[src/verilog/l2_emu_pkg.sv]
package l2_emu_pkg;

  // Physical address and data widths
  localparam int unsigned ADDR_W  = 32;
  localparam int unsigned DW_W    = 64;
  localparam int unsigned LINE_DW = 4;
  localparam int unsigned LINE_W  = DW_W * LINE_DW;

  // Address split, byte offset inside the line is bits 4 to 0
  localparam int unsigned LINE_OFF_W = 5;
  localparam int unsigned DW_SEL_LSB = 3;
  localparam int unsigned DW_SEL_W   = $clog2(LINE_DW);

  // Line memory, index is bits 10 to 5
  localparam int unsigned MEM_LINES = 64;
  localparam int unsigned MEM_IDX_W = $clog2(MEM_LINES);

  // Request buffer
  localparam int unsigned BUF_LEN   = 3;
  localparam int unsigned BUF_IDX_W = 2;

  // Tag directory, set is bits 7 to 5 and tag is bits 31 to 8
  localparam int unsigned TAG_SETS = 8;
  localparam int unsigned SET_W    = $clog2(TAG_SETS);
  localparam int unsigned TAG_LSB  = LINE_OFF_W + SET_W;
  localparam int unsigned TAG_W    = ADDR_W - TAG_LSB;

  // Latency timer loads
  localparam int unsigned HIT_DELAY  = 2;
  localparam int unsigned MISS_DELAY = 6;
  localparam int unsigned TIMER_W    = 3;

  // Write-back buffer tag echoed on write answers
  localparam int unsigned WBB_TAG_W = 4;

  // Request kinds from the L2 arbiter
  typedef enum logic [1:0] {
    REQ_I_READ_LINE  = 2'd0,
    REQ_D_READ_LINE  = 2'd1,
    REQ_D_WRITE_LINE = 2'd2,
    REQ_PTW_LOAD     = 2'd3
  } l2_req_e;

  // Answer kinds towards the L2 arbiter
  typedef enum logic [2:0] {
    ANS_I_LINE_READ    = 3'd0,
    ANS_D_LINE_READ    = 3'd1,
    ANS_D_LINE_WRITTEN = 3'd2,
    ANS_D_WBB_WAKEUP   = 3'd3,
    ANS_PTW_LOAD       = 3'd4
  } l2_ans_e;

endpackage

[src/verilog/l2_req_buffer.sv]
`timescale 1ns/10ps

module l2_req_buffer (
  input  logic                                 clk_i,
  input  logic                                 rst_ni,
  input  logic                                 flush_i,
  input  logic                                 req_valid_i,
  input  l2_emu_pkg::l2_req_e                  req_type_i,
  input  logic [l2_emu_pkg::ADDR_W-1:0]        req_paddr_i,
  input  logic [l2_emu_pkg::LINE_W-1:0]        req_line_i,
  input  logic [l2_emu_pkg::WBB_TAG_W-1:0]     req_wbb_tag_i,
  input  logic [l2_emu_pkg::BUF_LEN-1:0]       due_i,
  input  logic                                 take_i,
  output logic                                 req_ready_o,
  output logic                                 accept_o,
  output logic [l2_emu_pkg::BUF_IDX_W-1:0]     load_idx_o,
  output logic [l2_emu_pkg::BUF_LEN-1:0]       valid_o,
  output logic                                 sel_valid_o,
  output logic [l2_emu_pkg::BUF_IDX_W-1:0]     sel_idx_o,
  output l2_emu_pkg::l2_req_e                  sel_type_o,
  output logic [l2_emu_pkg::ADDR_W-1:0]        sel_paddr_o,
  output logic [l2_emu_pkg::LINE_W-1:0]        sel_line_o,
  output logic [l2_emu_pkg::WBB_TAG_W-1:0]     sel_wbb_tag_o
);

  import l2_emu_pkg::*;

  // Entry payload, kept without reset
  l2_req_e              type_q  [BUF_LEN];
  logic [ADDR_W-1:0]    paddr_q [BUF_LEN];
  logic [LINE_W-1:0]    line_q  [BUF_LEN];
  logic [WBB_TAG_W-1:0] wbb_q   [BUF_LEN];
  logic [BUF_LEN-1:0]   valid_q;

  logic [BUF_IDX_W-1:0] free_idx;
  logic                 free_found;
  logic                 due_found;
  logic                 leave;

  // Lowest free slot and lowest due slot, scanned from the top down
  always_comb begin
    free_idx   = '0;
    free_found = 1'b0;
    sel_idx_o  = '0;
    due_found  = 1'b0;
    for (int k = BUF_LEN - 1; k >= 0; k--) begin
      if (!valid_q[k]) begin
        free_idx   = BUF_IDX_W'(k);
        free_found = 1'b1;
      end
      if (due_i[k]) begin
        sel_idx_o = BUF_IDX_W'(k);
        due_found = 1'b1;
      end
    end
  end

  // A flush hides the due entry so nothing is answered from it
  assign sel_valid_o = due_found && !flush_i;
  assign leave       = sel_valid_o && take_i;

  // Ready if a slot is free or the selected slot empties on this edge
  assign req_ready_o = !flush_i && (free_found || leave);
  assign accept_o    = req_valid_i && req_ready_o;
  // When full, the leaving slot is refilled
  assign load_idx_o  = free_found ? free_idx : sel_idx_o;

  // Valid bits: flush first, then refill, then release
  always_ff @(posedge clk_i or negedge rst_ni) begin
    if (!rst_ni) begin
      valid_q <= '0;
    end else if (flush_i) begin
      valid_q <= '0;
    end else begin
      for (int k = 0; k < BUF_LEN; k++) begin
        if (accept_o && load_idx_o == BUF_IDX_W'(k)) begin
          valid_q[k] <= 1'b1;
        end else if (leave && sel_idx_o == BUF_IDX_W'(k)) begin
          valid_q[k] <= 1'b0;
        end
      end
    end
  end

  // Payload capture on acceptance, including the write line
  always_ff @(posedge clk_i) begin
    if (accept_o) begin
      type_q[load_idx_o]  <= req_type_i;
      paddr_q[load_idx_o] <= req_paddr_i;
      line_q[load_idx_o]  <= req_line_i;
      wbb_q[load_idx_o]   <= req_wbb_tag_i;
    end
  end

  assign valid_o       = valid_q;
  assign sel_type_o    = type_q[sel_idx_o];
  assign sel_paddr_o   = paddr_q[sel_idx_o];
  assign sel_line_o    = line_q[sel_idx_o];
  assign sel_wbb_tag_o = wbb_q[sel_idx_o];

endmodule

[config.mk]
export PLATFORM = sky130hd
export DESIGN_NAME = l2_req_buffer
export DESIGN_NICKNAME = d
export VERILOG_FILES = /design/src/verilog/l2_emu_pkg.sv /design/src/verilog/l2_req_buffer.sv
export SDC_FILE = /design/constraint.sdc
export NUM_CORES = 1
export LEC_CHECK = 0
export CORE_MARGIN = 10
export CORE_UTILIZATION = 60
export DETAILED_ROUTE_END_ITERATION = 7
export DONT_BUFFER_PORTS = 1
export PLACE_DENSITY_LB_ADDON = 0.1
export SYNTH_ARGS = -nofsm -noshare
export SYNTH_HDL_FRONTEND = slang
export SYNTH_SLANG_ARGS = --single-unit
[constraint.sdc]
create_clock -name clk_i -period 61.4 [get_ports clk_i]
set_clock_uncertainty 0.15 [all_clocks]
set_input_delay 18.42 -clock clk_i [delete_from_list [all_inputs] [get_ports clk_i]]
set_output_delay 18.42 -clock clk_i [all_outputs]
set_load 0.01 [all_outputs]
==> out/summary.txt <==
Final Critical Period - 40.11 ns
dominant cell type by area after synthesis - edfxtp_1
Worst-path clk slew - 0.06 ns
I/O Buffers - 0
share of the synthesized area in the top cell type - 0.811
P&R area growth vs syn - 9.21%
hold path depth - 2
Synth Area in Compound Gates - 0.0593
DP Wirelength - 52,700 µm
cells after synthesis - 2,222
EDFF count, synth - 882
Critical Path RT - 42.83 ns
drt drc - 1
Internal - 1.01 mW
Global Route Usage Sum - 0.249
Setup violations, final - 0
initial core utilization - 0.607
vias in the first global route - 17,200
Via-to-Cell Ratio - 6.19
1st-iter DRT viols - 1,581
syn avg cell area - 14.7 µm²
fraction of registers with async set/reset - 0.00339
Net Switching - 0.292 mW
Worst-Margin Slew - 1.22 ns
Final Routed Wirelength - 82,400 µm
TritonCTS Sinks - 885
worst path arrival time - 21.54 ns
row count - 85
syn nets - 2,524
Layout Nets - 2,500
largest family of logic cells by synthesized area - simple AND/OR/NAND/NOR gates
DRT Pass-1 Iters - 8
Post-Synth Adder-Cell Area - 0
maximum VDD drop - 0.0000287 V
CTS Buf Count - 87
library cells used by synthesis - 28
CTS tree - done
GRT overflow - 0
largest net degree at the start of global routing - 237
number of setup buffers added after CTS - 0
sequential area share after synthesis - 0.814
# diodes - 0
top cells by area, synth - edfxtp_1, nand2_1, a31oi_1
fin cells - 2,955
Setup CP Type - in -> out
Final Util - 0.663
H-tree depth - 3
# IOs - 606
post-route ant nets - 0
f_max - 24.9 MHz
mux cell area share after synthesis - 0
GPL Wtd Cong - 0.898
hold bufs inserted after CTS - 0
core box area - 53,800 µm²
failing checks - design-rule violations
type of origin of the critical path - input pin
Synth Area in XOR/XNOR - 0
R2R depth - 6
clk_lat worst skew - 0.61 ns
Final period util - 0.653
Die Span X - 253 µm
share of layout cells above drive strength 1 - 0.0624
Crit. End Element - primary output
placed cell area - 33,000 µm²
die area - 64,100 µm²
post-route cell area - 35,700 µm²
CTS root buf - clkbuf_16
clock tree buffer depth - 3
final count of hold timing violations - 0
number of synthesized register bits - 885
RSZ-0062 raised after global routing - no
relative slew slack - 0.187
Die Ht - 253 µm
Max-cap violations - 0
first-pass GRT wire length - 116,000 µm
Logic pwr share - 0.069
drt wl/cell - 27.9 µm
Clk pwr share - 0.382
PD cells - 36.6 nW/µm²
Post-Syn Area - 32,600 µm²
dpl cells - 2,805
Sw Share - 0.224
Fin Setup TNS - 0 ns
CP max FO - 236
Pwr Total - 1.30 mW
initial antenna violation count - 2
Max Slew Vio Count - 0
Sequential Power Share - 0.550
ys flop type - edfxtp_1
post-CTS sizing - 0
leakage - 12.0 nW
routed via count - 18,300
yosys warns - 0
simple-gate share of the synthesized area - 0.104
status - finished with violations
Worst Hold Class - reg -> reg
==> metal layers <==
metal  up-vias  wire (µm)  global-route usage
met4         4       4070               0.122
met2       870      40200               0.394
li1       8089          -                   -
met1      9157      26900               0.266
met3       183      11300               0.141
met5         -         27                   0
==> registers in the layout (all words and copies together) (netlist names) <==
| signal | cells |
|---|---|
| type_q | 6 |
| line_q | 768 |
| paddr_q | 96 |
| valid_o | 3 |
| wbb_q | 12 |
==> cells in the mapped netlist, types with 2 or more instances <==
master,instances
a211o_1,2
a21oi_1,2
a31oi_1,295
buf_2,44
buf_6,25
clkbuf_1,62
dfrtp_1,3
edfxtp_1,882
inv_1,4
nand2_1,589
nand2b_1,2
nor2_1,295
nor3_1,2
==> kinds of logic after synthesis <==
family / Yosys count
flops: 885
simple gates: 895
buf+inv: 137
compound gates: 305
==> power by group through the flow <==
stage / clock, mW / combinational [mW] / sequential [mW]
after floorplan: 0 / 0.0616 / 0.759
after global placement: 0 / 0.0906 / 0.728
after detailed placement: 0 / 0.0909 / 0.730
after CTS: 0.508 / 0.0910 / 0.717
after global routing: 0.531 / 0.0966 / 0.720
final: 0.498 / 0.0895 / 0.717
==> cell type report <==
type | count | area, µm²
clock buffer | 104 | 2280
clock inverter | 46 | 367
fill | 3688 | 18200
inverter | 5 | 26.3
multi-input combinational | 1200 | 5350
sequential | 885 | 26600
tap | 696 | 871
timing repair buffer | 19 | 193
==> path summary, 6_finish.rpt <==
kind                                  from        endpoint  slack, ns
worst max-delay path              due_i[2]  sel_line_o[77]      21.29
worst min-delay path            valid_o[1]      valid_o[2]       0.65
worst max register to register  valid_o[2]   line_q[1][78]      56.39
worst min register to register  valid_o[1]      valid_o[2]       0.65
max in group asynchronous           rst_ni      valid_o[0]      43.68
min in group asynchronous           rst_ni      valid_o[1]      17.35
==> through the flow <==
step | setup WS [ns] | hold slack, ns
global placement | 21.42 | 0.578
floorplan | 12.83 | 0.489
finish | 21.29 | 0.648
CTS | 21.29 | 0.637
global route | 21.01 | 0.645
detailed placement | 21.30 | 0.627
==> critical path: stages <==
cell     delay (ns)
or3b_4         0.78
buf_12         0.79
buf_4          0.85
nor2_1         0.09
a31oi_1        0.49
==> cell usage in the layout, fill, tap and decap left out, drive strengths merged, types with 2 or more instances in the layout <==
cell and count:
edfxtp 882, nand2 589, nor2 295, a31oi 295, clkbuf 104, clkinv 37, buf 19, bufinv 6
inv 5, clkinvlp 3, dfrtp 3, a21oi 2, a211o 2, nand2b 2, nor3 2
(Power assumes the default switching activity.)
