===== src/verilog/l2_emu_pkg.sv =====
package l2_emu_pkg;

  // Physical address and data widths
  localparam int unsigned ADDR_W  = 32;
  localparam int unsigned DW_W    = 64;
  localparam int unsigned LINE_DW = 4;
  localparam int unsigned LINE_W  = DW_W * LINE_DW;

  // Address split, byte offset inside the line is bits 4 to 0
  localparam int unsigned LINE_OFF_W = 5;
  localparam int unsigned DW_SEL_LSB = 3;
  localparam int unsigned DW_SEL_W   = $clog2(LINE_DW);

  // Line memory, index is bits 10 to 5
  localparam int unsigned MEM_LINES = 64;
  localparam int unsigned MEM_IDX_W = $clog2(MEM_LINES);

  // Request buffer
  localparam int unsigned BUF_LEN   = 3;
  localparam int unsigned BUF_IDX_W = 2;

  // Tag directory, set is bits 7 to 5 and tag is bits 31 to 8
  localparam int unsigned TAG_SETS = 8;
  localparam int unsigned SET_W    = $clog2(TAG_SETS);
  localparam int unsigned TAG_LSB  = LINE_OFF_W + SET_W;
  localparam int unsigned TAG_W    = ADDR_W - TAG_LSB;

  // Latency timer loads
  localparam int unsigned HIT_DELAY  = 2;
  localparam int unsigned MISS_DELAY = 6;
  localparam int unsigned TIMER_W    = 3;

  // Write-back buffer tag echoed on write answers
  localparam int unsigned WBB_TAG_W = 4;

  // Request kinds from the L2 arbiter
  typedef enum logic [1:0] {
    REQ_I_READ_LINE  = 2'd0,
    REQ_D_READ_LINE  = 2'd1,
    REQ_D_WRITE_LINE = 2'd2,
    REQ_PTW_LOAD     = 2'd3
  } l2_req_e;

  // Answer kinds towards the L2 arbiter
  typedef enum logic [2:0] {
    ANS_I_LINE_READ    = 3'd0,
    ANS_D_LINE_READ    = 3'd1,
    ANS_D_LINE_WRITTEN = 3'd2,
    ANS_D_WBB_WAKEUP   = 3'd3,
    ANS_PTW_LOAD       = 3'd4
  } l2_ans_e;

endpackage


===== src/verilog/l2_delay_timers.sv =====
`timescale 1ns/10ps

module l2_delay_timers (
  input  logic                              clk_i,
  input  logic                              rst_ni,
  input  logic                              load_i,
  input  logic [l2_emu_pkg::BUF_IDX_W-1:0]  load_idx_i,
  input  logic                              miss_i,
  input  logic [l2_emu_pkg::BUF_LEN-1:0]    valid_i,
  output logic [l2_emu_pkg::BUF_LEN-1:0]    due_o,
  output logic [l2_emu_pkg::BUF_LEN-1:0]    miss_flags_o
);

  import l2_emu_pkg::*;

  logic [TIMER_W-1:0] cnt_q [BUF_LEN];
  logic [BUF_LEN-1:0] miss_q;
  logic [BUF_LEN-1:0] due_q;

  for (genvar k = 0; k < BUF_LEN; k++) begin : gen_timer
    logic hit_load;

    assign hit_load = load_i && (load_idx_i == BUF_IDX_W'(k));

    always_ff @(posedge clk_i or negedge rst_ni) begin
      if (!rst_ni) begin
        cnt_q[k]  <= '0;
        miss_q[k] <= 1'b0;
        due_q[k]  <= 1'b0;
      end else if (hit_load) begin
        // New entry, latency set by the directory lookup
        cnt_q[k]  <= miss_i ? TIMER_W'(MISS_DELAY) : TIMER_W'(HIT_DELAY);
        miss_q[k] <= miss_i;
        due_q[k]  <= 1'b0;
      end else begin
        // Countdown saturates at zero
        if (valid_i[k] && cnt_q[k] != '0) begin
          cnt_q[k] <= cnt_q[k] - 1'b1;
        end
        // Registered due flag adds the lookup cycle
        due_q[k] <= valid_i[k] && (cnt_q[k] == '0);
      end
    end
  end

  // Released or flushed entries are never due
  assign due_o        = due_q & valid_i;
  assign miss_flags_o = miss_q;

endmodule


===== config.mk =====
export PLATFORM = sky130hd
export DESIGN_NAME = l2_delay_timers
export DESIGN_NICKNAME = d
export VERILOG_FILES = /design/src/verilog/l2_emu_pkg.sv /design/src/verilog/l2_delay_timers.sv
export SDC_FILE = /design/constraint.sdc
export NUM_CORES = 1
export LEC_CHECK = 0
export ABC_AREA = 1
export BUFFER_PORTS_ARGS = -buffer_cell sky130_fd_sc_hd__buf_2
export CAP_MARGIN = 5
export CORE_MARGIN = 5
export CORE_UTILIZATION = 55
export CTS_BUF_LIST = sky130_fd_sc_hd__clkbuf_2 sky130_fd_sc_hd__clkbuf_4 sky130_fd_sc_hd__clkbuf_8
export CTS_CLUSTER_SIZE = 20
export DETAILED_ROUTE_END_ITERATION = 12
export PLACE_DENSITY_LB_ADDON = 0.25
export SYNTH_ARGS = -nofsm -noshare
export SYNTH_HDL_FRONTEND = slang
export SYNTH_SLANG_ARGS = --single-unit

===== constraint.sdc =====
create_clock -name clk_i -period 1.4 [get_ports clk_i]
set_input_delay 0.28 -clock clk_i [delete_from_list [all_inputs] [get_ports clk_i]]
set_output_delay 0.28 -clock clk_i [all_outputs]
set_load 0.01 [all_outputs]

==> run metrics, run 1 <==
outcome finished clean; met2 Usage GRT 0.1957; Post-synth EDFFs 0; met1 Track Usage GR 0.1734; min cycle time layout 1.152 ns; count of buffers from port buffering 14; vias 693; synthesized area 807.0 um2; synth-to-layout area growth 15.97%; crit-path cells nand2_1 -> inv_1 -> buf_2; yosys warns 0; TritonCTS Sinks 15; Worst EP arrival 0.87 ns; Hold Path Class input pin to flop; Distinct cells, synth 8; Worst EP required 1.12 ns; Final Net Count approximately 140; Routed WL about 1500 um; sequential share of the synthesized area 0.4651; Critical Path Sink Type output pin; CP max stage delay 0.38 ns; die width approximately 48 um; die height about 48 um; final non-filler cell total ~140; via count of the first global-routing pass 598; Via density 4.915; WS Path Type flop to output pin; count leader, synth nand2_1; DRT Pass-1 Iters 4; Max VDD drop 1.136 mV; post_cts resized 0; Starting DRT DRC Count 16; Clock Root Buffer clkbuf_4; routability cong. between 0.8 and 0.9; Initial Utilization 0.5978; type of origin of the critical path flop; Rows 13; Post-route DRC 0; post-synth top area cell dfrtp_1; die area 2333 um2; GRT Max-Usage Layer met2; Worst-path clk slew approximately 0.090 ns; cells taking the most area after synthesis dfrtp_1 47%, nand2_1 17%, inv_1 11%; RSZ-0062 raised after global routing no; CP Max Fanout 1; max cap viols 0; ant diodes 0; fmax 867.7 MHz; CTS tree done; Setup Skew 0.002480 ns; critical path's slowest cell dfrtp_1; Lkg Pwr a little under 0.6 nW; setup violators final 0; number of routed nets with antenna violations 0; post-synth top area share 0.4651; Final period util 0.8232; Setup TNS 0 ns; TritonCTS buffer count 3; syn nets around 120; share of layout cells above drive strength 1 0.1429; dpl cells about 140; Fin. Hold Viols 0; met3 Usage GRT 0.05505; Total GRT Usage 0.1380; fin util 0.6932; Worst Tran Pin Value 0.3387 ns; Ports 15; final slew viol count 0; Worst slew margin 0.7742; largest net degree at the start of global routing 16; Mapped Cells 107; Post-synth ARST share 1.000; PwrDens 1788 nW/um2; syn avg cell area between 7 and 8 um2; Worst-Skew Late Latency approximately 0.28 ns; synth cell count leaders 36 x nand2_1, 23 x inv_1, 15 x dfrtp_1, 15 x nand3_1; grt ovf 0; Yosys reg bits 15; core area 1350 um2; Clock Path Buffers 2; drt wl/cell 10.84 um; first-pass GRT wire length 2532 um; initial antenna violation count 0; # H-tree levels 1; ys flop type dfrtp_1; dpl hpwl 1161 um
worst paths after layout:
path                            startpoint               to  slack [ns]  cells past startpoint
max                               due_q[1]         due_o[1]        0.25                      3
min                                 miss_i  miss_flags_o[1]        0.24                      3
max reg2reg                       cnt_q[6]         cnt_q[7]        0.26                      7
min reg2reg                miss_flags_o[0]  miss_flags_o[0]        0.49                      2
max in group asynchronous           rst_ni         due_q[0]        0.72                      2
min in group asynchronous           rst_ni         cnt_q[3]        0.43                      2
placed cells by master (no fill, tap or decap), drive strengths merged:
cell,synthesis,routed
buf,0,14
inv,23,23
clkbuf,0,4
nor3,3,3
dfrtp,15,15
nand3,15,15
dlygate4sd3,0,1
ha,6,6
o21ai,6,6
nand2,36,36
a21oi,3,3
layer usage:
layer	routed length, um	vias up
met5	0	-
met4	29	0
met3	120	4
met2	630	19
met1	749	301
li1	-	369
area by class of cell:
| type | instances | area, um2 |
|---|---|---|
| flip-flops and latches | 15 | 375.4 |
| multi-input cells | 69 | 345.3 |
| well taps | 15 | 18.77 |
| fillers | 125 | 414.1 |
| repair buffers | 15 | 80.08 |
| inverters | 23 | 86.33 |
| clock buffers | 4 | 30.03 |
through the flow:
stage / setup WS, ns / area, um2 / hold slack (ns) / power (mW)
finish: 0.2475 / 935.9 / 0.2385 / 1.674
global route: 0.09070 / 935.9 / 0.2723 / 1.839
CTS: 0.2376 / 935.9 / 0.2372 / 1.680
global placement: 0.2920 / 895.9 / 0.2015 / 1.363
detailed placement: 0.2772 / 895.9 / 0.2054 / 1.402
floorplan: 0.3809 / 807.0 / -0.01559 / 1.228
where the power goes:
group	switching, mW	internal (mW)	leakage, nW
Combinational	0.455	0.289	0.387
Clock	0.140	0.130	0.0184
Sequential	0.0644	0.595	0.188
Total	0.659	1.01	0.594
state kept, by name, summed over array words and instances (netlist names):
name,cells
cnt_q,9
miss_flags_o,3
due_q,3
cells by family (layout without fill, tap and decap cells):
logic type / after synthesis / after routing / synth area share
buffers and inverters: 23 / 42 / 0.1070
flip-flops: 15 / 15 / 0.4651
AND/OR/NAND/NOR: 54 / 54 / 0.2791
adder cells (fa/ha/maj): 6 / 6 / 0.09302
AO/OA/AOI/OAI: 9 / 9 / 0.05581
critical path, delay by kind of cell (launching register included):
family | cells | cell delay [ns]
flops | 1 | 0.38
buf+inv | 2 | 0.15
simple gates | 1 | 0.06
repair_timing:
item / 4_1_cts / 5_1_grt
hold buffers: 1 / 0
setup buffers: 0 / 0
hold endpoints to repair: 15 / 0
Power figures use the tool's default switching activity.
==> run 2: changes to the inputs <==
Clock period 1.4 ns to 1.1 ns, I/O delays scaled along.
==> run metrics, run 2 (synthesis gave the netlist of run 1 again) <==
fin util 0.8387 (was 0.6932); R2R depth 7 (unchanged); PwrDens 2532 nW/um2 (was 1788 nW/um2); DRT Pass-1 Iters 4 (unchanged); Initial Utilization 0.5978 (unchanged); Max VDD drop 1.496 mV (was 1.136 mV); failing checks negative setup slack; count of buffers from port buffering 14 (unchanged); Multi-input gate area 504.2 um2 (was 345.3 um2); Final Net Count 146 (was 142); pre-CTS WS -0.09285 ns (was 0.2772 ns); Worst-path clk slew 0.09 ns (about the same); outcome finished, violations left (was finished clean); Fin. Hold Viols 0 (unchanged); TritonCTS buffer count 3 (unchanged); Worst slew margin 0.7611 (was 0.7742); Setup Skew 0.001399 ns (was 0.002480 ns); TritonCTS Sinks 15 (unchanged); type of origin of the critical path flop (unchanged); dpl hpwl 1329 um (was 1161 um); dpl cells 138 (was 136); CTS tree done (unchanged); ant diodes 0 (unchanged); die width 48.31 um (unchanged); fmax roughly 900 MHz; setup violators final 2 (was 0); Worst Tran Pin Value 0.3574 ns (was 0.3387 ns); Top reg by flops cnt_q (unchanged); Worst-Skew Late Latency 0.28 ns (about the same); Lkg Pwr 0.6339 nW (was 0.5942 nW); commonest non-fill, non-tap cells in the layout 25 x nand2_1, 15 x nand3_1, 15 x dfrtp_1, 14 x inv_1, 13 x buf_2 (was 36 x nand2_1, 23 x inv_1, 15 x nand3_1, 15 x dfrtp_1, 14 x buf_2); min cycle time layout ~1.1 ns; grt ovf 0 (unchanged); Critical Path Sink due_o[2] (was due_o[1]); Worst EP required 0.88 ns (was 1.12 ns); Reg area 375.4 um2 (unchanged); CP Launch Point due_q[2] (was due_q[1]); die height 48.31 um (unchanged); post-layout worst setup margin -0.01093 ns (was 0.2475 ns); reg2reg setup slack -0.01 ns (was 0.26 ns); Setup TNS -0.01842 ns (was 0 ns); die area 2333 um2 (unchanged); Final period util 1.010; Post-route DRC 0 (unchanged); Hold Path Class input pin to flop (unchanged); first-pass GRT wire length 2918 um (was 2532 um); synth-to-layout area growth 40.31% (was 15.97%); Rows 13 (unchanged); Critical Path Sink Type output pin (unchanged); Routed WL 1983 um (was 1529 um); Worst EP arrival 0.89 ns (was 0.87 ns); core area 1350 um2 (unchanged); number of routed nets with antenna violations 0 (unchanged); # H-tree levels 1 (unchanged); via count of the first global-routing pass 684 (was 598); WS Path Type flop to output pin (unchanged); largest net degree at the start of global routing 16 (unchanged); fin area 1132 um2 (was 935.9 um2); commonest non-fill, non-tap cell in the layout nand2_1 (unchanged); vias 783 (was 693); max cap viols 0 (unchanged); Clock Path Buffers 2 (unchanged); initial antenna violation count 0 (unchanged); Total GRT Usage 0.1592 (was 0.1380); final slew viol count 0 (unchanged); RSZ-0062 raised after global routing yes (was no); Ports 15 (unchanged); share of layout cells above drive strength 1 0.4077 (was 0.1429); Via density 5.400 (was 4.915); max reg flops 9 (unchanged); Crit Reg-Reg Endpoint cnt_q[7] (unchanged); dpl cell area 910.9 um2 (was 895.9 um2); CP Max Fanout 1 (unchanged); Filler cells 81 (was 125); Clock Root Buffer clkbuf_4 (unchanged); drt wl/cell 13.68 um (was 10.84 um); worst r2r src cnt_q[7] (was cnt_q[6]); routability cong. 0.8347 (was 0.8282); Starting DRT DRC Count 17 (was 16); final non-filler cell total 145 (was 141)
[run 2: cell types whose count changed in the layout (fill, tap and decap cells not counted), sizes merged]
cell    previous run  this run
buf               14        18
clkbuf             4         3
clkinv             0         1
[run 2: per-stage QoR]
step                      power (mW)  hold slack [ns]
final                          2.867           0.2077
after global routing           3.116           0.2152
after CTS                      2.350           0.1958
after detailed placement       1.882           0.1401
after global placement         1.788           0.1419
after floorplan                1.563         -0.07559
[run 2: area by class of cell]
| class | count | share of cell area |
|---|---|---|
| multi-input cells | 69 | 0.4453 |
| repair buffers | 19 | 0.1061 |
| inverters | 23 | 0.07624 |
| flip-flops and latches | 15 | 0.3315 |
| clock buffers | 3 | 0.01989 |
| well taps | 15 | 0.01657 |
| clock inverters | 1 | 0.004420 |
[run 2: how the worst min path moves through the flow]
stage,start,slack [ns],depth (start not counted),endpoint
2_1_floorplan,rst_ni,-0.08,0,cnt_q[0]
3_3_place_gp,rst_ni,0.14,1,cnt_q[3]
3_5_place_dp,rst_ni,0.14,1,cnt_q[4]
4_1_cts,miss_i,0.20,3,miss_flags_o[1]
5_1_grt,miss_i,0.22,3,miss_flags_o[1]
6_report,miss_i,0.21,3,miss_flags_o[1]
[run 2: routing by layer]
metal / global-route usage / vias up / part of all wire
met1: 0.1834 / 370 / 0.42
met4: 0.02765 / 0 / 0.014
li1: - / 379 / -
met2: 0.2848 / 30 / 0.50
met3: 0.05199 / 4 / 0.069
met5: 0 / - / 0
[run 2: report_power, final]
group,total (mW),internal [mW],switching [mW]
Combinational,1.67,0.736,0.939
Sequential,0.875,0.759,0.116
Clock,0.317,0.135,0.183
Total,2.87,1.63,1.24
[run 2: repair_timing]
| item | 4_1_cts | 5_1_grt |
|---|---|---|
| hold buffers | 1 | 0 |
| resized for setup | 20 | 32 |
| pin swaps | 2 | 19 |
| hold endpoints to repair | 15 | 0 |
| setup endpoints to repair | 9 | 14 |
| buffers inserted | 1 | 1 |
[run 2: worst max-delay path, cell delays in order (launching register included)]
cell     delay, ns
dfrtp_1       0.39
nand2_1       0.07
inv_1         0.03
buf_2         0.13
