===== src/verilog/l2_emu_pkg.sv =====
package l2_emu_pkg;

  // Physical address and data widths
  localparam int unsigned ADDR_W  = 32;
  localparam int unsigned DW_W    = 64;
  localparam int unsigned LINE_DW = 4;
  localparam int unsigned LINE_W  = DW_W * LINE_DW;

  // Address split, byte offset inside the line is bits 4 to 0
  localparam int unsigned LINE_OFF_W = 5;
  localparam int unsigned DW_SEL_LSB = 3;
  localparam int unsigned DW_SEL_W   = $clog2(LINE_DW);

  // Line memory, index is bits 10 to 5
  localparam int unsigned MEM_LINES = 64;
  localparam int unsigned MEM_IDX_W = $clog2(MEM_LINES);

  // Request buffer
  localparam int unsigned BUF_LEN   = 3;
  localparam int unsigned BUF_IDX_W = 2;

  // Tag directory, set is bits 7 to 5 and tag is bits 31 to 8
  localparam int unsigned TAG_SETS = 8;
  localparam int unsigned SET_W    = $clog2(TAG_SETS);
  localparam int unsigned TAG_LSB  = LINE_OFF_W + SET_W;
  localparam int unsigned TAG_W    = ADDR_W - TAG_LSB;

  // Latency timer loads
  localparam int unsigned HIT_DELAY  = 2;
  localparam int unsigned MISS_DELAY = 6;
  localparam int unsigned TIMER_W    = 3;

  // Write-back buffer tag echoed on write answers
  localparam int unsigned WBB_TAG_W = 4;

  // Request kinds from the L2 arbiter
  typedef enum logic [1:0] {
    REQ_I_READ_LINE  = 2'd0,
    REQ_D_READ_LINE  = 2'd1,
    REQ_D_WRITE_LINE = 2'd2,
    REQ_PTW_LOAD     = 2'd3
  } l2_req_e;

  // Answer kinds towards the L2 arbiter
  typedef enum logic [2:0] {
    ANS_I_LINE_READ    = 3'd0,
    ANS_D_LINE_READ    = 3'd1,
    ANS_D_LINE_WRITTEN = 3'd2,
    ANS_D_WBB_WAKEUP   = 3'd3,
    ANS_PTW_LOAD       = 3'd4
  } l2_ans_e;

endpackage


===== src/verilog/l2_tag_dir.sv =====
`timescale 1ns/10ps

module l2_tag_dir (
  input  logic                           clk_i,
  input  logic                           rst_ni,
  input  logic                           lookup_i,
  input  logic [l2_emu_pkg::ADDR_W-1:0]  paddr_i,
  output logic                           miss_o
);

  import l2_emu_pkg::*;

  logic [TAG_SETS-1:0] valid_q;
  logic [TAG_W-1:0]    tag_q [TAG_SETS];

  logic [SET_W-1:0]    set_idx;
  logic [TAG_W-1:0]    req_tag;

  // Set from bits 7 to 5, tag from bits 31 to 8
  assign set_idx = paddr_i[LINE_OFF_W +: SET_W];
  assign req_tag = paddr_i[TAG_LSB +: TAG_W];

  // Hit only on a valid set holding the same tag
  assign miss_o = !(valid_q[set_idx] && (tag_q[set_idx] == req_tag));

  // Valid bits are control state
  always_ff @(posedge clk_i or negedge rst_ni) begin
    if (!rst_ni) begin
      valid_q <= '0;
    end else if (lookup_i && miss_o) begin
      valid_q[set_idx] <= 1'b1;
    end
  end

  // Install on a miss so the next access to the line hits
  always_ff @(posedge clk_i) begin
    if (lookup_i && miss_o) begin
      tag_q[set_idx] <= req_tag;
    end
  end

endmodule


===== config.mk =====
export PLATFORM = sky130hd
export DESIGN_NAME = l2_tag_dir
export DESIGN_NICKNAME = d
export VERILOG_FILES = /design/src/verilog/l2_emu_pkg.sv /design/src/verilog/l2_tag_dir.sv
export SDC_FILE = /design/constraint.sdc
export NUM_CORES = 1
export LEC_CHECK = 0
export BUFFER_PORTS_ARGS = -buffer_cell sky130_fd_sc_hd__buf_2
export CAP_MARGIN = 20
export CORE_MARGIN = 2
export CORE_UTILIZATION = 50
export CTS_BUF_LIST = sky130_fd_sc_hd__clkbuf_2 sky130_fd_sc_hd__clkbuf_4 sky130_fd_sc_hd__clkbuf_8
export CTS_CLUSTER_SIZE = 24
export DETAILED_ROUTE_END_ITERATION = 8
export HOLD_SLACK_MARGIN = 0.1
export PLACE_DENSITY_LB_ADDON = 0.3
export SLEW_MARGIN = 20
export SYNTH_ARGS = -nofsm -noshare
export SYNTH_HDL_FRONTEND = slang
export SYNTH_SLANG_ARGS = --single-unit

===== constraint.sdc =====
create_clock -name clk_i -period 3.1 [get_ports clk_i]
set_input_delay 0.31 -clock clk_i [delete_from_list [all_inputs] [get_ports clk_i]]
set_output_delay 0.31 -clock clk_i [all_outputs]
set_load 0.02 [all_outputs]

==> results of run 1 <==
registers in the layout (all words and copies together) (netlist names):
name	cells
tag_q	192
valid_q	8
path summary, 6_finish.rpt:
check                           cells past startpoint        start           end
worst min register to register                      1   valid_q[7]    valid_q[7]
worst min-delay path                                1  paddr_i[21]  tag_q[5][13]
worst max-delay path                               13   paddr_i[5]        miss_o
max in group asynchronous                           2       rst_ni    valid_q[7]
worst max register to register                      9  tag_q[7][0]  tag_q[1][11]
min in group asynchronous                           2       rst_ni    valid_q[6]
power groups by stage:
| stage | Clock (µW) | Sequential, µW | Combinational [µW] |
|---|---|---|---|
| after floorplan | 0 | 3130 | 229 |
| after global placement | 0 | 3130 | 385 |
| after detailed placement | 0 | 3130 | 396 |
| after CTS | 1530 | 3070 | 401 |
| after global routing | 1640 | 3080 | 433 |
| final | 1480 | 3070 | 397 |
logic make-up (layout without fill, tap and decap cells):
logic type	count (synthesis)	in the layout	share of synthesized area, %
AND/OR/NAND/NOR	43	43	3.17
multiplexers	80	80	15.6
AO/OA/AOI/OAI	27	27	2.59
buffers and inverters	18	106	1.50
XOR/XNOR	22	22	2.41
flip-flops	200	200	74.7
what timing repair did:
action	in CTS	in global routing
setup endpoints to repair	1	1
hold buffers	1	0
endpoints found under the hold margin	8	0
gates resized for setup	1	1
pin swaps	1	3
routing by layer:
metal	global-route usage [%]	vias to the layer above
met4	6.57	0
met5	0	-
li1	-	1744
met1	26.5	2040
met2	31.1	99
met3	4.06	16
layout by cell type, fill, tap and decap left out, drive strengths merged, types with 2 or more instances in the layout:
| cell | count |
|---|---|
| clkinvlp | 2 |
| a41o | 2 |
| nor3b | 2 |
| nand2 | 11 |
| mux2 | 15 |
| nor2 | 5 |
| mux4 | 34 |
| clkbuf | 22 |
| dfrtp | 8 |
| clkinv | 5 |
| buf | 74 |
| o22ai | 7 |
| a2bb2oi | 2 |
| nand4 | 2 |
| edfxtp | 192 |
| nand2b | 6 |
| xnor2 | 2 |
| and2 | 6 |
| and4 | 2 |
| mux2i | 31 |
| nor3 | 2 |
| xor2 | 20 |
| a21o | 6 |
| nor4 | 5 |
| a221oi | 6 |
final cells by class:
| class | instances | area, µm² | share of cell area [%] |
|---|---|---|---|
| Timing Repair Buffer | 75 | 706 | 7.67 |
| Tap cell | 216 | 270 | 2.94 |
| Sequential cell | 200 | 5970 | 64.8 |
| Clock buffer | 22 | 272 | 2.95 |
| Clock inverter | 9 | 77.6 | 0.843 |
| Multi-Input combinational cell | 172 | 1910 | 20.8 |
stage by stage:
stage,util (%),setup TNS (ns)
2_1_floorplan,-,0
3_3_place_gp,56.0,-10.56
4_1_cts,58.3,0
3_5_place_dp,56.0,-15.45
5_1_grt,58.4,-0.0284
6_report,58.4,0
==> results.toml, run 1 <==
[grt]
antenna_found_initial = 0
grt_pass1_wl_um = 23300
track_usage_pct = 19.3
grt_pass1_vias = 4050
grt-ovfl-total = 0
grt_max_degree = 25

[die]
die_y_um = 130
die_x_um = 130
io_pins = 36
core_area_um2 = 15800
core.rowCount = 46
dieArea_um2 = 17000
start_util_pct = 50.6

[clocking]
clock_sinks = 200
cts_max_level = 4
clk_pin_slew_ns = 0.09
root_buffer = "clkbuf_8"
cts_inserted_buffers = 17
cts_tree = "yes"
cts_setup_buffers = 0
clock_latency_ns = 0.45
clk_path_buf_depth = 2

[sta]
max_slew_margin_pct = 74.1
worst_pin_slew_ns = 0.388
max_freq_mhz = 336
period_share_pct = 96.1
slew_violations = 0
hold_viol_final = 0
fin_hold_ws_ns = 0.148
skew_ns = 0.00795
setup_viol_count_final = 0
worst_slack_ns = 0.120
fin_crit_ns = 2.98

[worst_setup_path]
crit_path_start_kind = "input port"
required_ns = 2.79
r2r_setup_slack_ns = 0.38
crit_arrival_ns = 2.67
path_buf_inv = 7
cp_slowest_cell = "nor4_2"
critPathCaptureType = "output port"
crit_fanout = 22
crit_path_cell_trace = "buf_4 -> buf_12 -> buf_4 -> buf_4 -> nand2_1 -> o22ai_1 -> o31a_1 -> o21ai_0 -> nor4_2 -> buf_4 -> nand4_2 -> buf_4 -> buf_2"
cp_common_cell = "buf_4"
path_delay_family = "buffers and inverters"
critPathKind = "in -> out"
worst_path_largest_cell_delay_ns = 0.32

[power]
intPower_uw = 3900
total_power_uw = 4950
p_seq_share_pct = 62.1
peakVddDrop_uv = 261
p_comb_share_pct = 8.0
pwr-share-clk_pct = 29.9
p_sw_share_pct = 21.1
power_switching_uw = 1040
leakage_uw = 0.00310
powerDensity_nw_per_um2 = 538

[placement]
placement.io_buffers = 30
gp_congestion = 0.680
dp_hpwl_um = 9610
pre_cts_ws_ns = -0.150
dp_cells = 662
placedInstanceArea_um2 = 8830

[cells_and_area]
drive_above_1_share_pct = 32.8
fin_cells = 694
layout.nets = 501
fin_area_um2 = 9200
antennaDiodeCount = 0
fillers = 1179
syn2layout_area_growth_pct = 15.3

[yosys]
synth_common_cells = "edfxtp_1, mux4_2, mux2i_1"
synth_flop_cell = "edfxtp_1"
synth_fp_nets = 425
syn_avg_cell_area_um2 = 20.5
yosysMostFrequentCell = "edfxtp_1"
synth_area_um2 = 7980
synth_area_leader_cell = "edfxtp_1"
async_flop_share_pct = 4.00
ys_ff_latch = 200
yosysUniqueCellTypes = 35
seq_area_frac_synth_pct = 74.7
synthDominantCellAreaShare_pct = 72.2
synth_edf_count = 192
synthTopCellsByArea = "edfxtp_1, mux4_2, mux2i_1"
synth_cells = 390
yosys_warnings = 0

[run_status]
outcome = "finished, final reports clean"

[drt]
wl_met1_um = 6370
drt-pass1-iter-count = 4
wire_per_inst_um = 21.6
viasPerCell = 5.62
wl_met3_um = 675
num_vias = 3899
drtAntennaViolNets = 0
top_layer_used = "met4"
drc = 0
route.final.wire_length_um = 15000
wl_met2_um = 7670
drt_first_iter_violations = 314

[flow_run]
cap_violations = 0

[hold_path]
hp-class = "in -> reg"
Note: power is estimated with default switching activity, not from simulation.
==> run 2, diff against run 1 <==
--- a/config.mk
+++ b/config.mk
@@ -13,7 +13,7 @@
 export CTS_CLUSTER_SIZE = 24
 export DETAILED_ROUTE_END_ITERATION = 8
 export HOLD_SLACK_MARGIN = 0.1
-export PLACE_DENSITY_LB_ADDON = 0.3
+export PLACE_DENSITY = 0.72
 export SLEW_MARGIN = 20
 export SYNTH_ARGS = -nofsm -noshare
 export SYNTH_HDL_FRONTEND = slang
==> results.toml, run 2 (same netlist as run 1, synthesis figures left out) <==
[die]
dieArea_um2 = 17000
core.rowCount = 46
die_x_um = 130
die_y_um = 130
start_util_pct = 50.6
core_area_um2 = 15800
io_pins = 36

[power]
powerDensity_nw_per_um2 = 544
peakVddDrop_uv = 285
leakage_uw = 0.00312

[cells_and_area]
top_regs = "tag_q: 192 flops, valid_q: 8 flops"
layout_common_cells = "edfxtp_1, mux4_2, mux2i_1"
fillers = 1182
top_register = "tag_q"
fin_cells = 693
syn2layout_area_growth_pct = 15.6
fin_area_um2 = 9230
layout.nets = 501
final_util_pct = 58.5
largest_reg_flops = 192
antennaDiodeCount = 0
drive_above_1_share_pct = 32.1
layout_commonest_cell = "edfxtp_1"

[sta]
period_share_pct = 98.3
fin_crit_ns = 3.05
worst_pin_slew_ns = 0.402
rsz0062_at_grt = "true"
skew_ns = 0.0114
hold_viol_final = 0
fin_hold_ws_ns = 0.136
setup_viol_count_final = 0
max_freq_mhz = 328
slew_violations = 0
worst_slack_ns = 0.0525
max_slew_margin_pct = 73.1

[clocking]
cts_inserted_buffers = 17
cts_max_level = 4
cts_tree = "yes"
clk_path_buf_depth = 2
clock_latency_ns = 0.47
clock_sinks = 200
clk_pin_slew_ns = 0.09
root_buffer = "clkbuf_8"

[placement]
dp_cells = 662
gp_congestion = 0.768
placedInstanceArea_um2 = 8820
placement.io_buffers = 30
dp_hpwl_um = 9490
pre_cts_ws_ns = -0.261

[drt]
wire_per_inst_um = 22.1
num_vias = 3882
drc = 0
viasPerCell = 5.60
drt_first_iter_violations = 252
route.final.wire_length_um = 15300
drtAntennaViolNets = 0
drt-pass1-iter-count = 4

[worst_setup_path]
critPathKind = "reg -> out"
critPathCaptureType = "output port"
reg2reg_depth = 10
crit_path_start_kind = "register"
cp_slowest_cell = "mux4_2"
crit_fanout = 2
startpoint = "tag_q[4][2]"
cp_common_cell = "buf_6"
crit_path_cell_trace = "mux4_2 -> mux2i_1 -> xor2_1 -> nand4_1 -> nor4_2 -> buf_4 -> nand4_4 -> buf_6 -> buf_6"
r2r_setup_slack_ns = 0.16
crit_arrival_ns = 2.74
worstSetupEndpoint = "miss_o"
r2r_end = "tag_q[3][18]"
required_ns = 2.79
worstReg2RegStart = "tag_q[4][2]"
worst_path_largest_cell_delay_ns = 0.47

[grt]
grt_pass1_vias = 4064
grt-ovfl-total = 0
met3_usage_pct = 4.39
grt.busiest_layer = "met2"
gr-usage-met1_pct = 26.1
grt_max_degree = 33
grt_pass1_wl_um = 23400
track_usage_pct = 19.5
use_met2_pct = 31.9
antenna_found_initial = 0

[run_status]
outcome = "finished, final reports clean"

[flow_run]
cap_violations = 0

[hold_path]
hp-class = "in -> reg"
## run 2: what timing repair did
| item | in CTS | in global routing |
|---|---|---|
| hold buffers | 1 | 0 |
| endpoints found under the hold margin | 8 | 0 |
| buffers inserted | 1 | 0 |
| resized for setup | 5 | 4 |
| pin swaps | 3 | 2 |
| endpoints found under the setup margin | 1 | 1 |
## run 2: power breakdown
part	switching, µW	internal (µW)
sequential	22.3	3050
clock	821	725
combinational	213	186
## run 2: per-stage QoR
step	total power (µW)	setup TNS, ns
2_1_floorplan	3360	0
3_3_place_gp	3510	-31.08
3_5_place_dp	3530	-36.66
4_1_cts	5050	0
5_1_grt	5190	-0.0853
6_report	5020	0
## run 2: layer usage
metal / up-vias / part of all wire, %
met4: 0 / 1.6
met1: 2004 / 41
li1: 1742 / -
met3: 16 / 5.6
met2: 120 / 52
met5: - / 0
## run 2: area by class of cell
class	count	area, µm²	area share [%]
Sequential cell	200	5970	64.6
Multi-Input combinational cell	172	1920	20.8
Timing Repair Buffer	75	714	7.74
Tap cell	216	270	2.93
Clock buffer	20	256	2.78
Clock inverter	10	105	1.14
## run 2: worst min path at each step
| stage | from | end | slack [ns] | depth (start not counted) |
|---|---|---|---|---|
| 3_5_place_dp | rst_ni | valid_q[1] | 0.17 | 1 |
| 3_3_place_gp | rst_ni | valid_q[1] | 0.17 | 1 |
| 2_1_floorplan | rst_ni | valid_q[0] | 0.01 | 0 |
| 4_1_cts | paddr_i[9] | tag_q[6][1] | 0.11 | 1 |
| 5_1_grt | paddr_i[19] | tag_q[5][11] | 0.12 | 1 |
| 6_report | paddr_i[9] | tag_q[6][1] | 0.14 | 1 |
## run 2: critical path, delay by kind of cell (launching register included)
family	cells	cell delay, ns
XOR/XNOR	1	0.22
multiplexers	2	0.67
AND/OR/NAND/NOR	3	0.53
flip-flops	1	0.39
buffers and inverters	3	0.46
