**src/verilog/l2_emu_pkg.sv**
```systemverilog
package l2_emu_pkg;

  // Physical address and data widths
  localparam int unsigned ADDR_W  = 32;
  localparam int unsigned DW_W    = 64;
  localparam int unsigned LINE_DW = 4;
  localparam int unsigned LINE_W  = DW_W * LINE_DW;

  // Address split, byte offset inside the line is bits 4 to 0
  localparam int unsigned LINE_OFF_W = 5;
  localparam int unsigned DW_SEL_LSB = 3;
  localparam int unsigned DW_SEL_W   = $clog2(LINE_DW);

  // Line memory, index is bits 10 to 5
  localparam int unsigned MEM_LINES = 64;
  localparam int unsigned MEM_IDX_W = $clog2(MEM_LINES);

  // Request buffer
  localparam int unsigned BUF_LEN   = 3;
  localparam int unsigned BUF_IDX_W = 2;

  // Tag directory, set is bits 7 to 5 and tag is bits 31 to 8
  localparam int unsigned TAG_SETS = 8;
  localparam int unsigned SET_W    = $clog2(TAG_SETS);
  localparam int unsigned TAG_LSB  = LINE_OFF_W + SET_W;
  localparam int unsigned TAG_W    = ADDR_W - TAG_LSB;

  // Latency timer loads
  localparam int unsigned HIT_DELAY  = 2;
  localparam int unsigned MISS_DELAY = 6;
  localparam int unsigned TIMER_W    = 3;

  // Write-back buffer tag echoed on write answers
  localparam int unsigned WBB_TAG_W = 4;

  // Request kinds from the L2 arbiter
  typedef enum logic [1:0] {
    REQ_I_READ_LINE  = 2'd0,
    REQ_D_READ_LINE  = 2'd1,
    REQ_D_WRITE_LINE = 2'd2,
    REQ_PTW_LOAD     = 2'd3
  } l2_req_e;

  // Answer kinds towards the L2 arbiter
  typedef enum logic [2:0] {
    ANS_I_LINE_READ    = 3'd0,
    ANS_D_LINE_READ    = 3'd1,
    ANS_D_LINE_WRITTEN = 3'd2,
    ANS_D_WBB_WAKEUP   = 3'd3,
    ANS_PTW_LOAD       = 3'd4
  } l2_ans_e;

endpackage

```
**src/verilog/l2_ans_ctrl.sv**
```systemverilog
`timescale 1ns/10ps

module l2_ans_ctrl (
  input  logic                              clk_i,
  input  logic                              rst_ni,
  input  logic                              sel_valid_i,
  input  l2_emu_pkg::l2_req_e               sel_type_i,
  input  logic [l2_emu_pkg::ADDR_W-1:0]     sel_paddr_i,
  input  logic [l2_emu_pkg::WBB_TAG_W-1:0]  sel_wbb_tag_i,
  input  logic                              sel_miss_i,
  input  logic [l2_emu_pkg::LINE_W-1:0]     mem_line_i,
  input  logic [l2_emu_pkg::DW_W-1:0]       mem_dw_i,
  input  logic                              ans_ready_i,
  output logic                              take_o,
  output logic                              mem_wr_en_o,
  output logic                              ans_valid_o,
  output l2_emu_pkg::l2_ans_e               ans_type_o,
  output logic [l2_emu_pkg::ADDR_W-1:0]     ans_paddr_o,
  output logic [l2_emu_pkg::LINE_W-1:0]     ans_line_o,
  output logic [l2_emu_pkg::DW_W-1:0]       ans_data_o,
  output logic [l2_emu_pkg::WBB_TAG_W-1:0]  ans_wbb_tag_o
);

  import l2_emu_pkg::*;

  typedef enum logic {
    ANS_IDLE,
    ANS_HOLD
  } ans_state_e;

  ans_state_e state_q;
  ans_state_e state_d;

  // Take when the answer slot is empty or drains on this edge
  assign take_o      = sel_valid_i && (state_q == ANS_IDLE || ans_ready_i);
  // Write commits together with the take
  assign mem_wr_en_o = take_o && (sel_type_i == REQ_D_WRITE_LINE);

  always_comb begin
    state_d = state_q;
    if (take_o) begin
      state_d = ANS_HOLD;
    end else if (state_q == ANS_HOLD && ans_ready_i) begin
      state_d = ANS_IDLE;
    end
  end

  always_ff @(posedge clk_i or negedge rst_ni) begin
    if (!rst_ni) begin
      state_q <= ANS_IDLE;
    end else begin
      state_q <= state_d;
    end
  end

  assign ans_valid_o = (state_q == ANS_HOLD);

  // Answer fields only change on a take, so they hold under stall
  always_ff @(posedge clk_i) begin
    if (take_o) begin
      ans_paddr_o   <= sel_paddr_i;
      ans_line_o    <= '0;
      ans_data_o    <= '0;
      ans_wbb_tag_o <= '0;
      unique case (sel_type_i)
        REQ_I_READ_LINE: begin
          ans_type_o <= ANS_I_LINE_READ;
          ans_line_o <= mem_line_i;
        end
        REQ_D_READ_LINE: begin
          ans_type_o <= ANS_D_LINE_READ;
          ans_line_o <= mem_line_i;
        end
        REQ_D_WRITE_LINE: begin
          // Missed writes wake up the write-back buffer
          ans_type_o    <= sel_miss_i ? ANS_D_WBB_WAKEUP : ANS_D_LINE_WRITTEN;
          ans_wbb_tag_o <= sel_wbb_tag_i;
        end
        default: begin
          ans_type_o <= ANS_PTW_LOAD;
          ans_data_o <= mem_dw_i;
        end
      endcase
    end
  end

endmodule

```
**config.mk**
```make
export PLATFORM = sky130hd
export DESIGN_NAME = l2_ans_ctrl
export DESIGN_NICKNAME = d
export VERILOG_FILES = /design/src/verilog/l2_emu_pkg.sv /design/src/verilog/l2_ans_ctrl.sv
export SDC_FILE = /design/constraint.sdc
export NUM_CORES = 1
export LEC_CHECK = 0
export BUFFER_PORTS_ARGS = -buffer_cell sky130_fd_sc_hd__buf_2
export CAP_MARGIN = 20
export CORE_AREA = 2 2 279 281
export CTS_CLUSTER_DIAMETER = 100
export DETAILED_ROUTE_END_ITERATION = 6
export DIE_AREA = 0 0 281 283
export GPL_ROUTABILITY_DRIVEN = 0
export PLACE_DENSITY = 0.47
export SKIP_LAST_GASP = 1
export SLEW_MARGIN = 20
export SYNTH_ARGS = -nofsm -noshare
export SYNTH_HDL_FRONTEND = slang
export SYNTH_SLANG_ARGS = --single-unit
```
**constraint.sdc**
```tcl
create_clock -name clk_i -period 12.4 [get_ports clk_i]
set_input_delay 2.48 -clock clk_i [delete_from_list [all_inputs] [get_ports clk_i]]
set_output_delay 2.48 -clock clk_i [all_outputs]
set_load 0.02 [all_outputs]
```
==> results of run 1 <==
==> path summary, 6_finish.rpt <==
check | endpoint | slack [ps] | cells after the start
setup reg to reg | ans_line_o[153] | 9250 | 4
min in group asynchronous | ans_valid_o | 1670 | 1
setup / recovery | mem_wr_en_o | 6160 | 5
max in group asynchronous | ans_valid_o | 10640 | 1
hold / removal | ans_valid_o | 750 | 2
hold reg to reg | ans_valid_o | 750 | 2
==> area by class of cell <==
type / count / area share
clock inverter: 21 / 0.0120
multi-input combinational: 332 / 0.108
antenna: 2 / 0.000260
tap: 1040 / 0.0676
timing repair buffer: 732 / 0.192
clock buffer: 52 / 0.0587
sequential: 360 / 0.561
==> cells in the mapped netlist <==
master / n
clkbuf_1: 13
dfrtp_1: 1
a21o_1: 1
and2_1: 6
edfxtp_1: 359
nor2b_1: 258
buf_2: 27
and3_1: 65
clkbuf_2: 2
nand2b_1: 2
==> critical path, cell delays in order <==
cell	delay (ps)
buf_2	80
buf_4	530
nor2b_1	260
and3_1	230
buf_2	150
==> cell usage in the layout (no fill, tap or decap), drive strengths merged <==
cell type / Yosys / routed
buf: 27 / 732
edfxtp: 359 / 359
nor2b: 258 / 258
and3: 65 / 65
clkbuf: 15 / 52
clkinv: 0 / 14
and2: 6 / 6
bufinv: 0 / 4
inv: 0 / 3
diode: 0 / 2
nand2b: 2 / 2
a21o: 1 / 1
dfrtp: 1 / 1
==> registers in the layout, summed over array words and instances (netlist names) <==
| name | cells |
|---|---|
| ans_type_o | 3 |
| ans_valid_o | 1 |
| ans_paddr_o | 32 |
| ans_data_o | 64 |
| ans_line_o | 256 |
| ans_wbb_tag_o | 4 |
==> cell families after synthesis <==
family | after synthesis | synth area share
AOI/OAI and AO/OA | 1 | 0.000574
DFF | 360 | 0.826
and+or+nand+nor | 331 | 0.158
buffers and inverters | 42 | 0.0148
==> power by group <==
group,internal [uW],switching [uW]
combinational,111,200
clock,733,509
sequential,1420,19.0
total,2270,728
==> stage by stage <==
stage / instances / util
floorplan: 734 / -
global placement: 2464 / 0.233
detailed placement: 2464 / 0.233
CTS: 2537 / 0.251
global route: 2539 / 0.251
finish: 2539 / 0.251
==> metal layers <==
metal  wire [um]  share of wire  vias up  GRT usage
met2       21700           0.50      410      0.183
met5           0              0        -          0
li1            -              -     4105          -
met4        1270          0.029        0     0.0394
met1       16700           0.38     4295      0.117
met3        3680          0.085       78     0.0316
==> results.py, run 1 <==
metrics = {
    "global_route": {
        "grtUsageTotal": 0.104,
        "grt_first_pass_wirelength_um": 62100,
        "grt_max_degree": 158,
        "antenna_found_initial": 7,
        "grt_pass1_vias": 9516,
        "gr-total-overflow": 0,
    },
    "setup_path": {
        "worstPathMaxFanout": 67,
        "path_class": "input pin to primary output",
        "startpoint": "sel_type_i[0]",
        "critPathLaunchType": "input pin",
        "worstPathRequired_ps": 9920,
        "end_kind": "primary output",
        "reg2reg_from": "ans_valid_o",
        "critPathArrivalTime_ps": 3760,
    },
    "pwr": {
        "finalPower_uw": 3000,
        "p_leak_uw": 0.00813,
        "powerDensity_mw_per_mm2": 156,
        "peakVddDrop_v": 0.0000967,
    },
    "synth": {
        "ys_seq_area_frac": 0.826,
        "avgSynthCellArea_um2": 17.8,
        "synth_top_cell_by_area": "edfxtp_1",
        "yosys_warnings": 0,
        "syn_area_mm2": 0.0131,
        "synth_top_area_frac": 0.824,
        "syn-instance-count": 734,
        "synth_cell_type_count": 10,
        "ys_ff_latch": 360,
        "synthesis.nets": 1097,
        "synth_area_leaders": "edfxtp_1 82%, nor2b_1 12%, and3_1 3.1%",
    },
    "cells_and_area": {
        "seq_area_mm2": 0.0108,
        "final_nets": 1832,
        "layout-drive-gt1-share": 0.529,
        "fillers": 8082,
        "fin_area_mm2": 0.0193,
        "syn2layout_area_growth_pct": 47.3,
        "multi_input_comb_area_mm2": 0.00208,
    },
    "sta": {
        "setup_violations": 0,
        "finalSetupTns_ps": 0,
        "maxSlewHeadroom": 0.330,
        "maxSlewViolCount": 0,
        "hold_viol_final": 0,
        "timing.final.crit_share": 0.503,
        "hold_ws_ps": 748,
        "finalWorstSetupSlack_ps": 6160,
        "tightest_slew_ps": 1000,
        "rsz0062_at_grt": "false",
        "fin_worst_skew_ps": 28.6,
        "fin_crit_ps": 6240,
        "max_freq_mhz": 160,
    },
    "hold_path": {
        "hold_path_class": "register to register",
        "min_from": "ans_valid_o",
    },
    "die": {
        "die_height_um": 283,
        "core_mm2": 0.0767,
        "pin_count": 725,
        "rows": 102,
        "dieArea_mm2": 0.0795,
        "initial_core_util": 0.171,
        "dieWidth_um": 281,
    },
    "place": {
        "portBuffers": 724,
        "hpwl_um": 32500,
        "post-place-ws_ps": 6140,
        "place_area_mm2": 0.0179,
    },
    "routing": {
        "drc": 0,
        "routed_wirelength_um": 43300,
        "vias": 8888,
        "antenna_left": 0,
        "vias_per_cell": 3.50,
        "initialDrtViolationCount": 381,
        "wl_per_cell_um": 17.1,
        "dr.pass1.iters": 4,
    },
    "cts": {
        "clock_latency_ps": 560,
        "cts_post_setup_buffers_inserted": 0,
        "cts-resized-gates": 0,
        "cts.path.max_buffers": 3,
        "cts_hold_buf": 0,
        "htree_levels": 2,
        "cts_tree": "yes",
        "path_clk_slew_ps": 60,
        "cts_buffers": 43,
        "root_buffer": "clkbuf_16",
        "clock_sinks": 360,
    },
    "run": {
        "cap_violations": 0,
    },
    "outcome": {
        "status": "finished, final reports clean",
    },
}
(Power assumes the default switching activity.)
==> run 2, diff against run 1 <==
Settings changed: ABC_AREA set to 1, CORE_AREA 2 2 279 281 to 2 2 280 282, DIE_AREA 0 0 281 283 to 0 0 282 284, PLACE_DENSITY 0.47 to 0.48.
Clock period 12.4 ns to 5.7 ns, I/O delays scaled along.
==> run 2 against run 1 <==
Against the previous run: sequential share of layout area down 2.4 points; cell area increased by 4.4%; first-iteration DRC count decreased by 0.79%; die area grew 0.71%; cell count is 13% higher; sequential power is 120% higher; combinational power rose to 2.5 times the previous value; largest cell class unchanged; global-route usage down 0.099 points; utilization increased by 1.0 points; synthesized cell count up 44%; hold slack worse by 400 ps; wire length increased by 0.80%.
==> results.py, run 2 <==
metrics = {
    "outcome": {
        "status": "finished, final reports clean",
    },
    "sta": {
        "rsz0062_at_grt": "false",
        "fin_worst_skew_ps": 8.21,
        "fin_crit_ps": 3400,
        "finalWorstSetupSlack_ps": 2300,
        "setup_violations": 0,
        "maxSlewHeadroom": 0.262,
        "maxSlewViolCount": 0,
        "hold_viol_final": 0,
        "max_freq_mhz": 294,
        "timing.final.crit_share": 0.597,
        "hold_ws_ps": 351,
        "tightest_slew_ps": 1110,
    },
    "synth": {
        "avgSynthCellArea_um2": 13.2,
        "synth_area_leaders": "edfxtp_1 77%, inv_1 8.8%, nor2_1 7.4%",
        "synth_top_area_frac": 0.772,
        "syn_area_mm2": 0.0140,
        "yosys_warnings": 0,
        "synthTopCellsByCount": "359 x edfxtp_1, 329 x inv_1, 275 x nor2_1",
        "synth_top_cell_by_area": "edfxtp_1",
        "async_reset_ff_frac": 0.00278,
        "synth_flop_cell": "edfxtp_1",
        "ys_ff_latch": 360,
        "syn-instance-count": 1057,
        "synth_edf_count": 359,
        "synth_cell_type_count": 13,
        "synthesis.nets": 1420,
        "synth.most_common_cell": "edfxtp_1",
        "ys_seq_area_frac": 0.774,
    },
    "pwr": {
        "p_leak_uw": 0.00963,
        "pwr-share-clk": 0.407,
        "powerDensity_mw_per_mm2": 332,
        "peakVddDrop_v": 0.000188,
        "seqPwrFrac": 0.475,
        "netSwitchingPower_uw": 1680,
        "netSwitchingFraction": 0.252,
        "p_comb_frac": 0.118,
        "finalPower_uw": 6680,
        "p_int_uw": 5000,
    },
    "setup_path": {
        "crit_family": "buffers and inverters",
        "critPathSlowestCell": "buf_8",
        "worstPathRequired_ps": 4560,
        "worstPathMaxFanout": 93,
        "end_kind": "primary output",
        "crit_cells": 4,
        "critPathArrivalTime_ps": 2260,
        "worstRegToRegCells": 5,
        "critPathBufInv": 2,
        "path_class": "input pin to primary output",
        "critPathLaunchType": "input pin",
        "slowest_delay_ps": 420,
        "crit_chain": "buf_8, nand2_1, nor2_1, buf_2",
    },
    "die": {
        "initial_core_util": 0.181,
        "dieWidth_um": 282,
        "pin_count": 725,
        "rows": 102,
        "die_height_um": 284,
        "core_mm2": 0.0770,
        "dieArea_mm2": 0.0801,
    },
    "routing": {
        "drc": 0,
        "antenna_left": 0,
        "routed_wirelength_um": 43700,
        "dr.pass1.iters": 4,
        "initialDrtViolationCount": 378,
        "wl_per_cell_um": 15.2,
        "vias_per_cell": 3.42,
        "vias": 9806,
    },
    "global_route": {
        "grt_pass1_vias": 10587,
        "grt_first_pass_wirelength_um": 62800,
        "grt_max_degree": 147,
        "grtUsageTotal": 0.103,
        "gr-total-overflow": 0,
        "antenna_found_initial": 9,
    },
    "cts": {
        "clock_latency_ps": 560,
        "cts-resized-gates": 0,
        "cts_hold_buf": 0,
        "path_clk_slew_ps": 60,
        "cts_tree": "yes",
        "cts.path.max_buffers": 3,
        "clock_sinks": 360,
        "cts_buffers": 42,
        "cts_post_setup_buffers_inserted": 0,
        "htree_levels": 2,
        "root_buffer": "clkbuf_16",
    },
    "cells_and_area": {
        "final_common_cell": "buf_2",
        "reg_top3": "ans_line_o: 256 flops, ans_data_o: 64 flops, ans_paddr_o: 32 flops",
        "fin_area_mm2": 0.0201,
        "layout-drive-gt1-share": 0.462,
        "fillers": 8211,
        "largest_register_ffs": 256,
        "syn2layout_area_growth_pct": 44.1,
        "final_cell_mix": "723 x buf_2, 359 x edfxtp_1, 327 x inv_1, 275 x nor2_1, 50 x nor2_4",
        "top_register": "ans_line_o",
        "final_nets": 2158,
        "instances_no_fill": 2869,
    },
    "place": {
        "hpwl_um": 33100,
        "place_area_mm2": 0.0187,
        "post-place-cells": 2791,
        "post-place-ws_ps": 2200,
        "portBuffers": 724,
    },
    "hold_path": {
        "hold_path_class": "input pin to asynchronous set/reset pin",
    },
    "run": {
        "cap_violations": 0,
    },
}
[run 2: changes by cell type in the layout (fill, tap and decap cells not counted), moves of 3 or more]
cell        delta
inv_1        +327
nor2_1       +275
nor2b_1      -258
and3_1        -65
nor2_4        +50
and2_1         -5
buf_4          -4
clkinvlp_4     +4
clkbuf_8       +3
nand2_1        +3
[run 2: routing by layer]
layer / vias up / GRT usage / part of all wire
li1: 4693 / - / -
met1: 4556 / 0.108 / 0.36
met2: 473 / 0.186 / 0.51
met3: 78 / 0.0398 / 0.11
met4: 6 / 0.0350 / 0.027
met5: - / 0 / 0.00069
[run 2: logic make-up (layout without fill, tap and decap cells)]
family                 after synthesis  after routing  share of synthesized area
and+or+nand+nor                    331            331                      0.116
AOI/OAI and AO/OA                    1              1                   0.000358
buffers and inverters              365           1133                      0.109
other                                0              4                          0
DFF                                360            360                      0.774
[run 2: path summary, 6_finish.rpt]
kind	endpoint	slack [ps]	start
worst min-delay path	ans_valid_o	350	rst_ni
worst min register to register	ans_valid_o	650	ans_valid_o
min in group clk_i	ans_valid_o	650	ans_valid_o
worst max-delay path	mem_wr_en_o	2300	sel_type_i[1]
worst max register to register	ans_line_o[36]	3320	ans_valid_o
max in group asynchronous	ans_valid_o	5270	rst_ni
[run 2: power by group through the flow]
stage	registers (uW)	clock network [uW]	logic (uW)
after floorplan	3480	0	211
after global placement	3230	0	802
after detailed placement	3230	0	811
after CTS	3180	2820	811
after global routing	3190	2910	862
final	3170	2720	791
[run 2: stage by stage]
step / utilization / TNS, ps
global placement: 0.243 / 0
finish: 0.261 / 0
detailed placement: 0.243 / 0
global route: 0.261 / 0
floorplan: - / -526580
CTS: 0.261 / 0
[run 2: final cells by class]
type	count	area, um^2	share of cell area
clock buffers	53	1120	0.0558
multi-input cells	332	1650	0.0823
repair buffers	730	3720	0.185
flip-flops and latches	360	10800	0.537
diodes	4	10.0	0.000498
well taps	1040	1300	0.0647
inverters	329	1250	0.0622
clock inverters	21	248	0.0123
==> run 3, diff against run 2 <==
Clock period 5.7 ns to 2.9 ns, I/O delays scaled along.
==> run 3 against run 2 <==
Against the previous run: clock power grew 87%; die area is the same; cell count grew 1.0%; largest power group unchanged.
==> results.py, run 3 (synthesized netlist as in run 2, its figures left out) <==
metrics = {
    "outcome": {
        "status": "finished, final reports clean",
    },
    "cells_and_area": {
        "largest_register_ffs": 256,
        "reg_top3": "ans_line_o: 256 flops, ans_data_o: 64 flops, ans_paddr_o: 32 flops",
        "final_common_cell": "buf_2",
        "layout-drive-gt1-share": 0.472,
        "top_register": "ans_line_o",
        "instances_no_fill": 2898,
        "fin_area_mm2": 0.0204,
        "final_cell_mix": "723 x buf_2, 359 x edfxtp_1, 327 x inv_1, 275 x nor2_1, 50 x nor2_4",
        "syn2layout_area_growth_pct": 45.9,
        "final_nets": 2185,
    },
    "place": {
        "place_area_mm2": 0.0190,
        "post-place-cells": 2817,
        "hpwl_um": 34800,
        "portBuffers": 724,
    },
    "sta": {
        "maxSlewHeadroom": 0.577,
        "rsz0062_at_grt": "false",
        "maxSlewViolCount": 0,
        "tightest_slew_ps": 635,
        "timing.final.crit_share": 0.711,
        "setup_violations": 0,
        "fin_worst_skew_ps": 17.2,
        "max_freq_mhz": 485,
        "fin_crit_ps": 2060,
        "hold_viol_final": 0,
    },
    "die": {
        "die_height_um": 284,
        "dieArea_mm2": 0.0801,
        "core_mm2": 0.0770,
        "dieWidth_um": 282,
        "rows": 102,
        "initial_core_util": 0.181,
        "pin_count": 725,
    },
    "pwr": {
        "peakVddDrop_v": 0.000400,
        "powerDensity_mw_per_mm2": 635,
        "p_leak_uw": 0.00979,
    },
    "cts": {
        "cts_buffers": 42,
        "cts_hold_buf": 1,
        "clock_latency_ps": 560,
        "cts_post_setup_buffers_inserted": 0,
        "path_clk_slew_ps": 60,
        "htree_levels": 2,
        "clock_sinks": 360,
        "cts-resized-gates": 0,
        "cts.path.max_buffers": 3,
        "root_buffer": "clkbuf_16",
        "cts_tree": "yes",
    },
    "routing": {
        "routed_wirelength_um": 43600,
        "dr.pass1.iters": 5,
        "wl_met2_um": 22400,
        "vias": 9955,
        "antenna_left": 0,
        "vias_per_cell": 3.44,
        "wl_per_cell_um": 15.0,
        "wl_met1_um": 15600,
        "drc": 0,
        "top_layer": "met5",
        "routed-wl-met3_um": 4270,
        "initialDrtViolationCount": 421,
    },
    "global_route": {
        "antenna_found_initial": 7,
        "grt_max_degree": 73,
        "grt_pass1_vias": 10640,
        "grt_first_pass_wirelength_um": 62600,
        "gr-total-overflow": 0,
        "grtUsageTotal": 0.103,
    },
    "setup_path": {
        "critPathArrivalTime_ps": 1480,
        "path_class": "register to primary output",
        "worstRegToRegCells": 5,
        "worstPathRequired_ps": 2320,
        "worstPathMaxFanout": 3,
        "critPathLaunchType": "register",
        "end_kind": "primary output",
    },
    "hold_path": {
        "whs_path_depth": 1,
        "hold_path_class": "input pin to register",
    },
    "run": {
        "cap_violations": 0,
    },
}
-- run 3: layout make-up --
type,count,area (um^2)
fill,8195,56600
sequential,360,10800
timing repair buffer,757,4020
multi-input combinational,332,1650
tap,1040,1300
inverter,329,1250
clock buffer,48,1070
clock inverter,28,244
antenna,4,10.0
-- run 3: worst max-delay path, cell delays in order (launching register included) --
cell and delay, ps:
dfrtp_1 430, nand2_4 100, nand2_4 60, nor2_1 140, buf_2 190
-- run 3: per-stage QoR --
stage	TNS, ps	total power, uW	hold slack, ps	utilization	setup WS, ps
after floorplan	-1332410	7260	284	-	-3700
after global placement	0	7980	366	0.247	817
after detailed placement	0	8000	368	0.247	842
after CTS	0	13200	139	0.264	768
after global routing	0	13500	140	0.265	749
final	0	12900	193	0.265	837
-- run 3: where the power goes --
| part | internal (uW) | leakage, uW | switching [uW] |
|---|---|---|---|
| sequential | 6140 | 0.00355 | 92.9 |
| clock | 2940 | 0.000646 | 2140 |
| combinational | 545 | 0.00559 | 1070 |
-- run 3: final timing paths --
| check | start | endpoint | slack [ps] |
|---|---|---|---|
| max | ans_valid_o | mem_wr_en_o | 840 |
| max reg2reg | ans_valid_o | ans_line_o[44] | 1170 |
| min reg2reg | ans_valid_o | ans_valid_o | 590 |
| min in group asynchronous | rst_ni | ans_valid_o | 330 |
| min | sel_paddr_i[3] | ans_paddr_o[3] | 190 |
| max in group asynchronous | rst_ni | ans_valid_o | 2480 |
-- run 3: per-layer routing --
layer | GRT usage | vias to the layer above
li1 | - | 4751
met1 | 0.106 | 4637
met2 | 0.189 | 487
met3 | 0.0387 | 78
met4 | 0.0390 | 2
met5 | 0 | -
